[src/verilog/emesh_pkg.sv]
package emesh_pkg;

   // Field widths of the mesh packet
   localparam int PW  = 104;                     // Full packet
   localparam int AW  = 32;                      // Address field
   localparam int DW  = 32;                      // Data field
   localparam int IDW = 12;                      // Chip ID inside an address

   typedef logic [PW-1:0]  packet_t;             // Mesh packet
   typedef logic [AW-1:0]  addr_t;               // Byte address
   typedef logic [DW-1:0]  data_t;               // Data word
   typedef logic [IDW-1:0] chipid_t;             // Chip ID, top bits of an address

   // Packet layout, bit 0 is unused here
   localparam int WRITE_BIT     = 1;             // 1 for write, 0 for read
   localparam int DATAMODE_LSB  = 2;             // Access size
   localparam int DATAMODE_MSB  = 3;
   localparam int CTRLMODE_LSB  = 4;             // Control mode
   localparam int CTRLMODE_MSB  = 7;
   localparam int DSTADDR_LSB   = 8;             // Destination address, bits 8 to 39
   localparam int DATA_LSB      = 40;            // Write data or read-response data
   localparam int SRCADDR_LSB   = 72;            // Source address, return path for reads

   // Chip ID position within an address
   localparam int CHIPID_LSB    = AW - IDW;

   // External memory geometry
   localparam int MEM_AW        = 8;             // Word index width
   localparam int MEM_DEPTH     = 1 << MEM_AW;   // 256 words
   localparam int WORD_LSB      = 2;             // Word index starts above the byte offset

   typedef logic [MEM_AW-1:0] mem_idx_t;         // Word index into memory

   // Quick reference of the layout, MSB on the left
   //   [103:72] srcaddr
   //   [71:40]  data
   //   [39:8]   dstaddr
   //   [7:4]    ctrlmode
   //   [3:2]    datamode
   //   [1]      write
   //   [0]      unused
   // A read response travels as a write back to the requester
   // Its dstaddr is the srcaddr of the read that caused it

endpackage

[src/verilog/elink_pkg.sv]
package elink_pkg;

   // Lane geometry
   localparam int LW        = 8;                          // Byte lane width
   localparam int PKT_BYTES = emesh_pkg::PW / LW;         // 13 bytes per packet

   typedef logic [LW-1:0] lane_t;                         // One lane byte
   typedef logic [3:0]    byte_cnt_t;                     // Counts up to PKT_BYTES

   // Chip IDs of the two endpoints
   localparam emesh_pkg::chipid_t LOCAL_ID  = 12'h810;    // Requester side
   localparam emesh_pkg::chipid_t REMOTE_ID = 12'h820;    // Memory side

   // Transmitter FSM
   typedef enum logic {
      TX_IDLE,                                            // Waiting for a packet
      TX_SEND                                             // Bytes going out on the lane
   } tx_state_t;

   // Frame is high for exactly PKT_BYTES cycles per packet
   // Least significant byte goes first
   // At least one idle cycle separates two frames

endpackage

[src/verilog/link_rx.sv]
`timescale 1ns/100ps

module link_rx (
   input  logic               clkin,        // Link clock
   input  logic               reset,        // Async reset, active high
   input  elink_pkg::lane_t   lane_data,    // Byte lane
   input  logic               lane_frame,   // Marks valid bytes
   output logic               out_access,   // One-cycle packet strobe
   output emesh_pkg::packet_t out_packet    // Assembled packet
);
   import emesh_pkg::*;
   import elink_pkg::*;

   byte_cnt_t byte_cnt;                     // Bytes seen in this frame
   packet_t   shift_reg;                    // Packet under assembly

   // Byte counter, cleared whenever frame is low
   always_ff @(posedge clkin or posedge reset) begin
      if (reset)
         byte_cnt <= '0;
      else if (lane_frame)
         byte_cnt <= byte_cnt + 1'b1;       // One byte per framed cycle
      else
         byte_cnt <= '0;
   end

   // Bytes enter at the top, so the first byte ends up lowest
   always_ff @(posedge clkin) begin
      if (lane_frame)
         shift_reg <= {lane_data, shift_reg[PW-1:LW]};
   end

   // Frame has fallen with a full packet collected
   assign out_access = !lane_frame && (byte_cnt == byte_cnt_t'(PKT_BYTES));
   assign out_packet = shift_reg;           // Stable until the next frame

endmodule

[config.mk]
export PLATFORM = sky130hd
export DESIGN_NAME = link_rx
export DESIGN_NICKNAME = d
export VERILOG_FILES = /design/src/verilog/emesh_pkg.sv /design/src/verilog/elink_pkg.sv /design/src/verilog/link_rx.sv
export SDC_FILE = /design/constraint.sdc
export NUM_CORES = 1
export LEC_CHECK = 0
export BUFFER_PORTS_ARGS = -buffer_cell sky130_fd_sc_hd__buf_4
export CAP_MARGIN = 20
export CORE_MARGIN = 8
export CORE_UTILIZATION = 51
export CTS_BUF_LIST = sky130_fd_sc_hd__clkbuf_4 sky130_fd_sc_hd__clkbuf_8
export CTS_CLUSTER_DIAMETER = 60
export DETAILED_ROUTE_END_ITERATION = 6
export GPL_TIMING_DRIVEN = 1
export PLACE_DENSITY = 0.82
export SLEW_MARGIN = 20
export SYNTH_ARGS = -nofsm -noshare
export SYNTH_HDL_FRONTEND = slang
export SYNTH_SLANG_ARGS = --single-unit
[constraint.sdc]
create_clock -name clkin -period 1.2 [get_ports clkin]
set_input_delay 0.06 -clock clkin [delete_from_list [all_inputs] [get_ports clkin]]
set_output_delay 0.06 -clock clkin [all_outputs]
set_load 0.01 [all_outputs]
# Word level (Yosys, flattened, before mapping)
# Cells that the tools add are included.
[word_totals]
latchBits = 0
ramBits = 0
memories = 0
in_bits = 11
output_inout_bits = 105
wordCells = 7
register_bits = 108
mem_bits_ro = 0
[classes]
n_reduce_logical = 2
n_eq_ne = 1
n_mul = 0
muxes = 1
n_lt_le_gt_ge = 0
div = 0
addsub = 1
bitwise_logic = 0
shifts = 0
[op_table]
columns = ["op", "n"]
rows = [
  ["$add A4 B1 Y4 const B", 1],
  ["$eq A4 B4 Y1 const B", 1],
  ["$mux W4", 1],
  ["$logic_and A1 B1 Y1", 1],
  ["$logic_not A1 Y1", 1],
]

# Longest topological paths before layout
[depth]
word_depth = 2
depth_mapped = 3
ltp_nobuf = 3

# Worst setup path after synthesis
# No wires, ideal clock.
[synth_timing]
path_kind = "register to register"
startpoint = "reg byte_cnt[0]"
endpoint = "reg byte_cnt[2]"
path_slack_ns = 0.203
arrival_time_ns = 0.878
period_less_slack_ns = 0.997
required_ns = 1.081
stages_incl_launch_ff = 4
setup_ns = 0.119
path_buffers = 0
cell_sequence = "dfrtp_1 ha_1 xor2_1 and2_1"
[synth_via]
elab_chain_len = 2
[synth_rtl]
columns = ["item", "line", "rtl"]
rows = [
  ["start: declaration", "link_rx.sv:14", "byte_cnt_t byte_cnt;"],
  ["start signal: assignment", "link_rx.sv:22", "byte_cnt <= byte_cnt + 1'b1;"],
  ["$add A4 B1 Y4", "link_rx.sv:22", ""],
  ["$mux W4", "link_rx.sv:21", "else if (lane_frame)"],
]
# No other way between the ends.
# A chain may end at the register's enable or synchronous reset.

# Worst setup path in the final report
[layout_timing]
startpoint = "reg byte_cnt[1]"
endpoint = "out out_access"
[layout_via]
elab_chain_len = 2
[layout_rtl]
columns = ["item", "line", "rtl"]
rows = [
  ["$eq A4 B4 Y1", "link_rx.sv:34", "assign out_access = !lane_frame && (byte_cnt == byte_cnt_t'(PKT_BYTES));"],
  ["$logic_and A1 B1 Y1", "link_rx.sv:34", ""],
  ["end: declaration", "link_rx.sv:8", "output logic out_access,"],
]
# No other way between the ends.

==> qor.yml <==
power_and_ir_drop:
  p_per_area_mw_per_mm2: 1650
  totalPowerFinal_uw: 7810
  vdd_drop_max_uv: 1620
  p_leak_uw: 0.00188
floorplanning:
  rows: 29
  core_region_area_mm2: 0.00631
  dieArea_mm2: 0.00935
  start_util: 0.526
  die_h_um: 96.7
  fp.dieW_um: 96.7
  io_pins: 116
timing:
  slew_viol_final: 0
  skew_ps: 8.19
  worst_pin_slew_ps: 292
  setup_tns_ps: -122
  finalHoldViolCount: 0
  fin_crit_sh: 1.10
  setup_viol: 1
  setup_slack_ps: -122
  max_freq_mhz: 756
  rsz0062_at_grt: "yes"
  slew_headroom: 0.805
  period_minus_slack_ps: 1320
clocking:
  htree_levels: 3
  clkTransAtPathRegs_ps: 90
  cts_sinks: 108
  cts_tree: "yes"
  clock_latency_ps: 340
  cts_root_buf: "clkbuf_8"
  cts.path.max_buffers: 2
  cts_buffers: 9
worst_hold_path:
  min_path_type: "in2reg"
  hold_depth: 1
setup_path:
  critPathArrivalTime_ps: 1260
  reg2reg_slack_ps: 80
  crit_cells: 4
  start_kind: "register"
  reg2reg_depth: 4
  worst-path-buf-inv: 2
  critPathKind: "reg2out"
  slowest_delay_ps: 410
  cp-end-kind: "output pin"
  crit_path_max_fanout: 2
  crit_family: "flip-flops"
  crit_slowest_cell: "dfrtp_1"
  cp.required_ps: 1140
  crit_path_cell_trace: "inv_2 -> ha_4 -> and4b_2 -> buf_6"
run_status:
  violations: "negative setup slack"
  status: "complete, but fails checks"
place:
  dp_hpwl_um: 4380
  port_buffers: 115
  gp_congestion: 0.668
detailed_routing:
  num_vias: 1668
  wire_per_inst_um: 18.7
  drc: 0
  ant_nets: 0
  drt_wl_total_um: 6400
  drt_first_pass_iters: 4
  drt_iter0_drc: 51
  via_per_inst: 4.86
cells_and_area:
  nets: 274
  diodes: 0
  seqCellArea_mm2: 0.00322
  syn2layout_area_growth_pct: 42.3
  multiInputGateArea_um2: 114
  drive_above_1_share: 0.523
  fillers: 388
grt:
  grt_pass1_vias: 1762
  grtUsageTotal: 0.131
  grt_first_pass_wirelength_um: 9670
  antenna_found_initial: 0
  grt_max_degree: 47
  grt_overflow: 0
synth:
  syn_nets: 134
  postSynthCellCount: 121
  synth_seq_cells: 108
  yosysWarningCount: 0
  synth_area_mm2: 0.00332
  yosysSeqAreaShare: 0.971
  avgSynthCellArea_um2: 27.4
  synthDistinctLibCells: 12
run:
  cap_violations: 0
[flip-flops by register name (all words and copies together), names as in the netlist]
signal	flops
byte_cnt	4
out_packet	104
[what timing repair did]
action,CTS,global route
gates resized for setup,2,4
endpoints found under the setup margin,1,2
endpoints found under the hold margin,12,0
hold buffers,9,0
buffers inserted,2,1
pin swaps,0,1
[power by group]
group          internal, µW  switching, µW  leakage (µW)
clock                  1590           1130      0.000123
combinational           306            289      0.000684
sequential             4390            112       0.00107
[cells by family (layout without fill, tap and decap cells)]
| group | count (synthesis) | in the layout | synth area share |
|---|---|---|---|
| XOR/XNOR | 1 | 1 | 0.00264 |
| multiplexers | 1 | 1 | 0.00302 |
| flip-flops | 108 | 108 | 0.971 |
| AND/OR/NAND/NOR | 7 | 7 | 0.0136 |
| adder cells (fa/ha/maj) | 2 | 2 | 0.00754 |
| buffers and inverters | 2 | 147 | 0.00226 |
[placed cells by master, fill, tap and decap left out, types with 2 or more instances in the layout]
cell / n
clkbuf_8: 9
edfxtp_1: 104
bufinv_16: 4
clkinvlp_4: 2
buf_12: 2
nor2b_1: 2
buf_4: 117
ha_4: 2
dlygate4sd3_1: 9
dfrtp_1: 4
[layout make-up]
| cell class | count | area share |
|---|---|---|
| clock buffers | 9 | 0.0262 |
| repair buffers | 129 | 0.216 |
| inverters | 2 | 0.00159 |
| flip-flops and latches | 108 | 0.682 |
| multi-input cells | 11 | 0.0241 |
| well taps | 77 | 0.0204 |
| clock inverters | 7 | 0.0294 |
[synth_stat cells, drive strengths merged]
master / number / area (µm²)
edfxtp: 104 / 3120
dfrtp: 4 / 100
ha: 2 / 25.0
inv: 2 / 7.51
nor2b: 2 / 12.5
and2: 1 / 6.26
and4b: 1 / 11.3
mux2i: 1 / 10.0
nand2: 1 / 3.75
nand2b: 1 / 6.26
nand3: 1 / 5.00
xor2: 1 / 8.76
[per-stage QoR]
| stage | cells | setup WS [ps] | utilization | instance area, µm² | hold WS, ps |
|---|---|---|---|---|---|
| final | 343 | -122 | 0.748 | 4720 | 65.5 |
| after global routing | 343 | -167 | 0.748 | 4720 | 63.4 |
| after CTS | 343 | -153 | 0.745 | 4700 | 49.1 |
| after detailed placement | 316 | 151 | 0.685 | 4330 | -39.4 |
| after global placement | 316 | 197 | 0.685 | 4330 | -48.3 |
| after floorplan | 121 | 203 | - | 3320 | -174 |
[worst reg2reg max path, delay by kind of cell, from the launching register on]
kind	cells	cell delay, ps
XOR/XNOR	1	150
AND/OR/NAND/NOR	1	130
buffers and inverters	1	170
flip-flops	1	420
adder cells (fa/ha/maj)	1	150
[layer usage]
layer | vias to the layer above | global-route usage | share of wire | routed length, µm
met5 | - | 0 | 0 | 0
met4 | 0 | 0.0391 | 0.0059 | 38
met3 | 5 | 0.0654 | 0.096 | 615
met2 | 82 | 0.219 | 0.51 | 3240
met1 | 824 | 0.141 | 0.39 | 2500
li1 | 757 | - | - | -
[final timing paths]
| path | startpoint | endpoint |
|---|---|---|
| worst max-delay path | byte_cnt[1] | out_access |
| worst min-delay path | lane_frame | out_packet[77] |
| worst max register to register | byte_cnt[0] | byte_cnt[2] |
| worst min register to register | out_packet[20] | out_packet[12] |
| max in group asynchronous | reset | byte_cnt[3] |
| min in group asynchronous | reset | byte_cnt[2] |
Power figures use the tool's default switching activity.
