## src/verilog/emesh_pkg.sv

```systemverilog
package emesh_pkg;

   // Field widths of the mesh packet
   localparam int PW  = 104;                     // Full packet
   localparam int AW  = 32;                      // Address field
   localparam int DW  = 32;                      // Data field
   localparam int IDW = 12;                      // Chip ID inside an address

   typedef logic [PW-1:0]  packet_t;             // Mesh packet
   typedef logic [AW-1:0]  addr_t;               // Byte address
   typedef logic [DW-1:0]  data_t;               // Data word
   typedef logic [IDW-1:0] chipid_t;             // Chip ID, top bits of an address

   // Packet layout, bit 0 is unused here
   localparam int WRITE_BIT     = 1;             // 1 for write, 0 for read
   localparam int DATAMODE_LSB  = 2;             // Access size
   localparam int DATAMODE_MSB  = 3;
   localparam int CTRLMODE_LSB  = 4;             // Control mode
   localparam int CTRLMODE_MSB  = 7;
   localparam int DSTADDR_LSB   = 8;             // Destination address, bits 8 to 39
   localparam int DATA_LSB      = 40;            // Write data or read-response data
   localparam int SRCADDR_LSB   = 72;            // Source address, return path for reads

   // Chip ID position within an address
   localparam int CHIPID_LSB    = AW - IDW;

   // External memory geometry
   localparam int MEM_AW        = 8;             // Word index width
   localparam int MEM_DEPTH     = 1 << MEM_AW;   // 256 words
   localparam int WORD_LSB      = 2;             // Word index starts above the byte offset

   typedef logic [MEM_AW-1:0] mem_idx_t;         // Word index into memory

   // Quick reference of the layout, MSB on the left
   //   [103:72] srcaddr
   //   [71:40]  data
   //   [39:8]   dstaddr
   //   [7:4]    ctrlmode
   //   [3:2]    datamode
   //   [1]      write
   //   [0]      unused
   // A read response travels as a write back to the requester
   // Its dstaddr is the srcaddr of the read that caused it

endpackage

```

## src/verilog/elink_pkg.sv

```systemverilog
package elink_pkg;

   // Lane geometry
   localparam int LW        = 8;                          // Byte lane width
   localparam int PKT_BYTES = emesh_pkg::PW / LW;         // 13 bytes per packet

   typedef logic [LW-1:0] lane_t;                         // One lane byte
   typedef logic [3:0]    byte_cnt_t;                     // Counts up to PKT_BYTES

   // Chip IDs of the two endpoints
   localparam emesh_pkg::chipid_t LOCAL_ID  = 12'h810;    // Requester side
   localparam emesh_pkg::chipid_t REMOTE_ID = 12'h820;    // Memory side

   // Transmitter FSM
   typedef enum logic {
      TX_IDLE,                                            // Waiting for a packet
      TX_SEND                                             // Bytes going out on the lane
   } tx_state_t;

   // Frame is high for exactly PKT_BYTES cycles per packet
   // Least significant byte goes first
   // At least one idle cycle separates two frames

endpackage

```

## src/verilog/link_tx.sv

```systemverilog
`timescale 1ns/100ps

module link_tx (
   input  logic               clkin,        // Link clock
   input  logic               reset,        // Async reset, active high
   input  logic               in_access,    // Packet strobe
   input  emesh_pkg::packet_t in_packet,    // Packet to serialize
   output logic               busy,         // Transfer in flight
   output elink_pkg::lane_t   lane_data,    // Byte lane
   output logic               lane_frame    // Marks valid bytes
);
   import emesh_pkg::*;
   import elink_pkg::*;

   tx_state_t state;                        // Transmit FSM
   byte_cnt_t byte_cnt;                     // Bytes already on the lane
   packet_t   shift_reg;                    // Outgoing packet, low byte first
   logic      start;                        // Packet taken at this edge
   logic      last_byte;                    // Final byte of the packet

   // Only an idle transmitter takes a packet
   assign start     = in_access && (state == TX_IDLE);
   assign last_byte = (byte_cnt == byte_cnt_t'(PKT_BYTES - 1));

   always_ff @(posedge clkin or posedge reset) begin
      if (reset) begin
         state    <= TX_IDLE;
         byte_cnt <= '0;
      end else begin
         case (state)
            TX_IDLE: begin
               byte_cnt <= '0;              // Fresh count per packet
               if (start)
                  state <= TX_SEND;         // First byte next cycle
            end
            TX_SEND: begin
               byte_cnt <= byte_cnt + 1'b1;
               if (last_byte)
                  state <= TX_IDLE;         // Back to idle after 13 bytes
            end
            default: begin
               state <= TX_IDLE;
            end
         endcase
      end
   end

   // Payload shifter
   always_ff @(posedge clkin) begin
      if (start)
         shift_reg <= in_packet;            // Capture on acceptance
      else if (state == TX_SEND)
         shift_reg <= shift_reg >> LW;      // Next byte down to the lane
   end

   // Busy and frame cover the same 13 cycles
   assign busy       = (state == TX_SEND);
   assign lane_frame = (state == TX_SEND);
   assign lane_data  = shift_reg[LW-1:0];   // Low byte drives the lane

endmodule

```

## config.mk

```make
export PLATFORM = sky130hd
export DESIGN_NAME = link_tx
export DESIGN_NICKNAME = d
export VERILOG_FILES = /design/src/verilog/emesh_pkg.sv /design/src/verilog/elink_pkg.sv /design/src/verilog/link_tx.sv
export SDC_FILE = /design/constraint.sdc
export NUM_CORES = 1
export LEC_CHECK = 0
export ABC_AREA = 1
export BUFFER_PORTS_ARGS = -buffer_cell sky130_fd_sc_hd__buf_4
export CAP_MARGIN = 10
export CORE_ASPECT_RATIO = 0.7
export CORE_MARGIN = 1.5
export CORE_UTILIZATION = 58
export CTS_CLUSTER_SIZE = 40
export DETAILED_ROUTE_END_ITERATION = 8
export PLACE_DENSITY = 0.85
export SLEW_MARGIN = 20
export SYNTH_ARGS = -nofsm -noshare
export SYNTH_HDL_FRONTEND = slang
export SYNTH_SLANG_ARGS = --single-unit
```

## constraint.sdc

```tcl
create_clock -name clkin -period 3.7 [get_ports clkin]
set_input_delay 0.74 -clock clkin [delete_from_list [all_inputs] [get_ports clkin]]
set_output_delay 0.74 -clock clkin [all_outputs]
set_load 0.01 [all_outputs]
```

Word-level counts from Yosys, hierarchy flattened
Index checks and enable logic that the tools add are counted.

storage, ports and cells
  register bits after elaboration = 109
  input bits = 107
  output and inout bits = 10
  logic and storage cells = 14

cells by class
  add/subtract/negate cells = 1
  eq/ne operators = 1
  multiplexer cells = 6
  bitwise operators = 1
  reduce and logical (&&, ||, !) cells = 2

operator list
  operator                                                        count
  104-bit 2-to-1 mux                                              2
  4-bit one-hot mux with 2 select lines                           1
  4-bit by 1-bit adder with 4-bit output (second input constant)  1
  4-bit equality test (second input constant)                     1
  1-bit 2-to-1 mux                                                2
  1-bit one-hot mux with 2 select lines                           1
  2-bit nonzero test                                              1
  1-bit logical AND                                               1
  1-bit inverter                                                  1

Depth between registers and ports, before layout
  depth after elaboration = 4
  gate-level depth with buffers = 6
  gate-level depth less buffers = 4

Least setup slack after synthesis
Ideal clock, no wire load.

  path kind = input port to flip-flop
  from = in in_access
  to = reg shift_reg[0] (enable)
  data arrival time = 2216 ps
  required time = 3281 ps
  path slack = 1066 ps
  stages = 2
  cells stage by stage = buf_2 -> or2_2

on the way
  word-level cells in the longest chain between the ends = 2

ends and longest elaborated chain
  what                          RTL line       text
  start, declared               link_tx.sv:6   input logic in_access,
  1-bit logical AND             link_tx.sv:22  assign start = in_access && (state == TX_IDLE);
  2-bit nonzero test (no line)  n/a
  end signal, assigned          link_tx.sv:51  shift_reg <= in_packet;
  end signal, assigned          link_tx.sv:53  shift_reg <= shift_reg >> LW;
  end, declared                 link_tx.sv:17  packet_t shift_reg;

No other way between the ends.
A chain may end at the register's enable or synchronous reset.

Worst setup path in the final report
  from = in in_access
  to = reg shift_reg[52], data pin

on the way
  word-level cells in the longest chain between the ends = 2

ends and longest elaborated chain
  what                RTL line       text
  1-bit logical AND   link_tx.sv:22
  104-bit 2-to-1 mux  link_tx.sv:50  if (start)

No other way between the ends.

==> impl_metrics.py <==
metrics = {
    "cells_and_area": {
        "layout_common_cells": "nand2_1 (197), buf_4 (119), edfxtp_1 (104)",
        "largest_reg_flops": 104,
        "synthToLayoutAreaGrowth_pct": 22.6,
        "n_antenna_cell": 0,
        "ff_latch_area_um2": 3250,
        "fin_nets": 676,
        "nFillCells": 557,
        "multi_input_area_um2": 1330,
        "final_common_cell": "nand2_1",
        "drive_above_1_share": 0.240,
    },
    "cts": {
        "cts_made_buffers": 9,
        "cts_htree_levels": 3,
        "cts.sinks": 109,
        "ctsHoldBuffers": 0,
        "clk_latency_ns": 0.35,
        "cts_tree": "built",
        "postCtsSetupBuffers": 0,
        "cts-root-buf": "clkbuf_16",
        "ctsResizeCount": 0,
        "clkSlewWorstSetupHoldPaths_ns": 0.07,
        "cts_buffer_depth": 2,
    },
    "worst_setup_path": {
        "critPathMostFrequentCell": "nand2_1",
        "critPathCaptureType": "flop",
        "slowest_delay_ns": 0.67,
        "cp.required_ns": 3.79,
        "cp.arrival_ns": 2.26,
        "slowest_stage": "nand2_4",
        "critPathKind": "input port to flop",
        "start_kind": "input port",
        "path_cells": "buf_4, nand2_4, nand2_1, nand2_1",
        "worstPathMaxFanout": 104,
    },
    "timing": {
        "hold_viol": 0,
        "setup_viol": 0,
        "slew_headroom": 0.334,
        "setup_ws_ns": 1.52,
        "finalCriticalPeriod_ns": 2.18,
        "min_period_over_period": 0.589,
        "rsz0062_at_grt": "no",
        "max_freq_mhz": 459,
        "worst_pin_slew_ns": 0.999,
        "drv_slew": 0,
        "setup_tns_ns": 0,
        "skew_ns": 0.0106,
    },
    "routing": {
        "wirelength_um": 10100,
        "antenna_left": 0,
        "via_per_inst": 5.38,
        "drc": 8,
        "drt_iter0_drc": 426,
        "first_pass_iters": 7,
        "post_drt_wl_per_cell_um": 15.1,
        "dr_total_vias": 3621,
    },
    "floorplanning": {
        "core_area_um2": 8010,
        "die_w_um": 112,
        "pin_count": 117,
        "dieArea_um2": 8960,
        "std_cell_rows": 27,
        "die_h_um": 79.6,
        "start_util": 0.608,
    },
    "place": {
        "portBuffers": 116,
        "dp_worst_setup_slack_ns": 1.21,
        "place_congestion": 0.797,
        "hpwl_um": 6330,
    },
    "synth": {
        "synthCells": 477,
        "netlist_area_um2": 4870,
        "ys_types": 17,
        "syn_area_per_cell_um2": 10.2,
        "ys_seq_area_frac": 0.667,
        "yosys_register_bits": 109,
        "synth_nets": 586,
        "yosysWarnings": 0,
    },
    "grt": {
        "grt_usage": 0.236,
        "grt_pass1_wl_um": 16200,
        "overflow": 0,
        "gr-usage-met1": 0.318,
        "top_usage_layer": "met2",
        "antenna_found_initial": 0,
        "gr-usage-met3": 0.0585,
        "grt_pass1_vias": 3453,
        "grt_max_degree": 105,
        "grt_use_met2": 0.381,
    },
    "pwr": {
        "p_per_area_nw_per_um2": 711,
        "max-vdd-ir-drop_mv": 0.359,
        "p_leak_nw": 2.93,
        "total_power_mw": 4.24,
    },
    "outcome": {
        "run_status": "complete, but fails checks",
        "violations": "design-rule violations",
    },
    "job": {
        "cap_violations": 0,
    },
    "hold_path": {
        "min_path_type": "input port to async pin",
    },
}
## layout make-up
cell class / count / share of cell area
inverters: 15 / 0.00943
clock buffers: 11 / 0.0390
clock inverters: 5 / 0.0101
repair buffers: 120 / 0.153
well taps: 101 / 0.0212
flip-flops and latches: 109 / 0.544
multi-input cells: 312 / 0.223
## path summary, 6_finish.rpt
path	startpoint	end	slack, ns	depth (start not counted)
max	in_access	shift_reg[52]	1.52	4
min	reset	byte_cnt[0]	0.30	2
max reg2reg	busy	shift_reg[52]	1.88	4
min reg2reg	shift_reg[8]	shift_reg[0]	0.51	2
max in group asynchronous	reset	byte_cnt[1]	3.23	2
min in group clkin	shift_reg[8]	shift_reg[0]	0.51	2
## critical path, delay by kind of cell
| family | cells | cell delay [ns] |
|---|---|---|
| buffers and inverters | 1 | 0.43 |
| and+or+nand+nor | 3 | 1.06 |
## metrics by stage
step	instance area [um^2]	utilization	cells	hold WS, ns
after global placement	5680	0.709	657	0.493
after CTS	5970	0.746	673	0.296
final	5970	0.746	673	0.299
after global routing	5970	0.746	673	0.309
after detailed placement	5680	0.709	657	0.496
after floorplan	4870	-	477	0.475
## cells in the mapped netlist
| cell | count | area, um^2 |
|---|---|---|
| dfrtp_1 | 5 | 125 |
| xnor2_1 | 1 | 8.76 |
| ha_1 | 2 | 25.0 |
| inv_2 | 1 | 3.75 |
| or2_2 | 1 | 6.26 |
| nand2_1 | 197 | 739 |
| buf_2 | 10 | 50.1 |
| nand2_2 | 1 | 6.26 |
| o21ai_0 | 1 | 5.00 |
| nor2_1 | 11 | 41.3 |
| nand3_1 | 97 | 485 |
| o21a_1 | 1 | 7.51 |
| buf_4 | 19 | 143 |
| clkbuf_1 | 7 | 26.3 |
| inv_1 | 14 | 52.6 |
| edfxtp_1 | 104 | 3120 |
| buf_1 | 5 | 18.8 |
## layer usage
metal	vias to the layer above	wire length (um)	share of wire
li1	1770	-	-
met1	1685	4320	0.43
met2	151	4950	0.49
met3	15	709	0.070
met4	0	156	0.015
met5	-	0	0
## cell families (layout without fill, tap and decap cells)
| family | count (synthesis) | after routing | share of synthesized area |
|---|---|---|---|
| buffers and inverters | 56 | 151 | 0.0604 |
| xor gates and xnor gates | 1 | 1 | 0.00180 |
| and+or+nand+nor | 307 | 307 | 0.263 |
| AOI/OAI and AO/OA | 2 | 2 | 0.00257 |
| DFF | 109 | 109 | 0.667 |
| adders and majority gates | 2 | 2 | 0.00514 |
## where the power goes
part	total, mW	switching (mW)	internal [mW]
combinational	1.07	0.675	0.400
sequential	2.21	0.168	2.04
clock	0.956	0.428	0.528
total	4.24	1.27	2.97
Power figures use the tool's default switching activity.
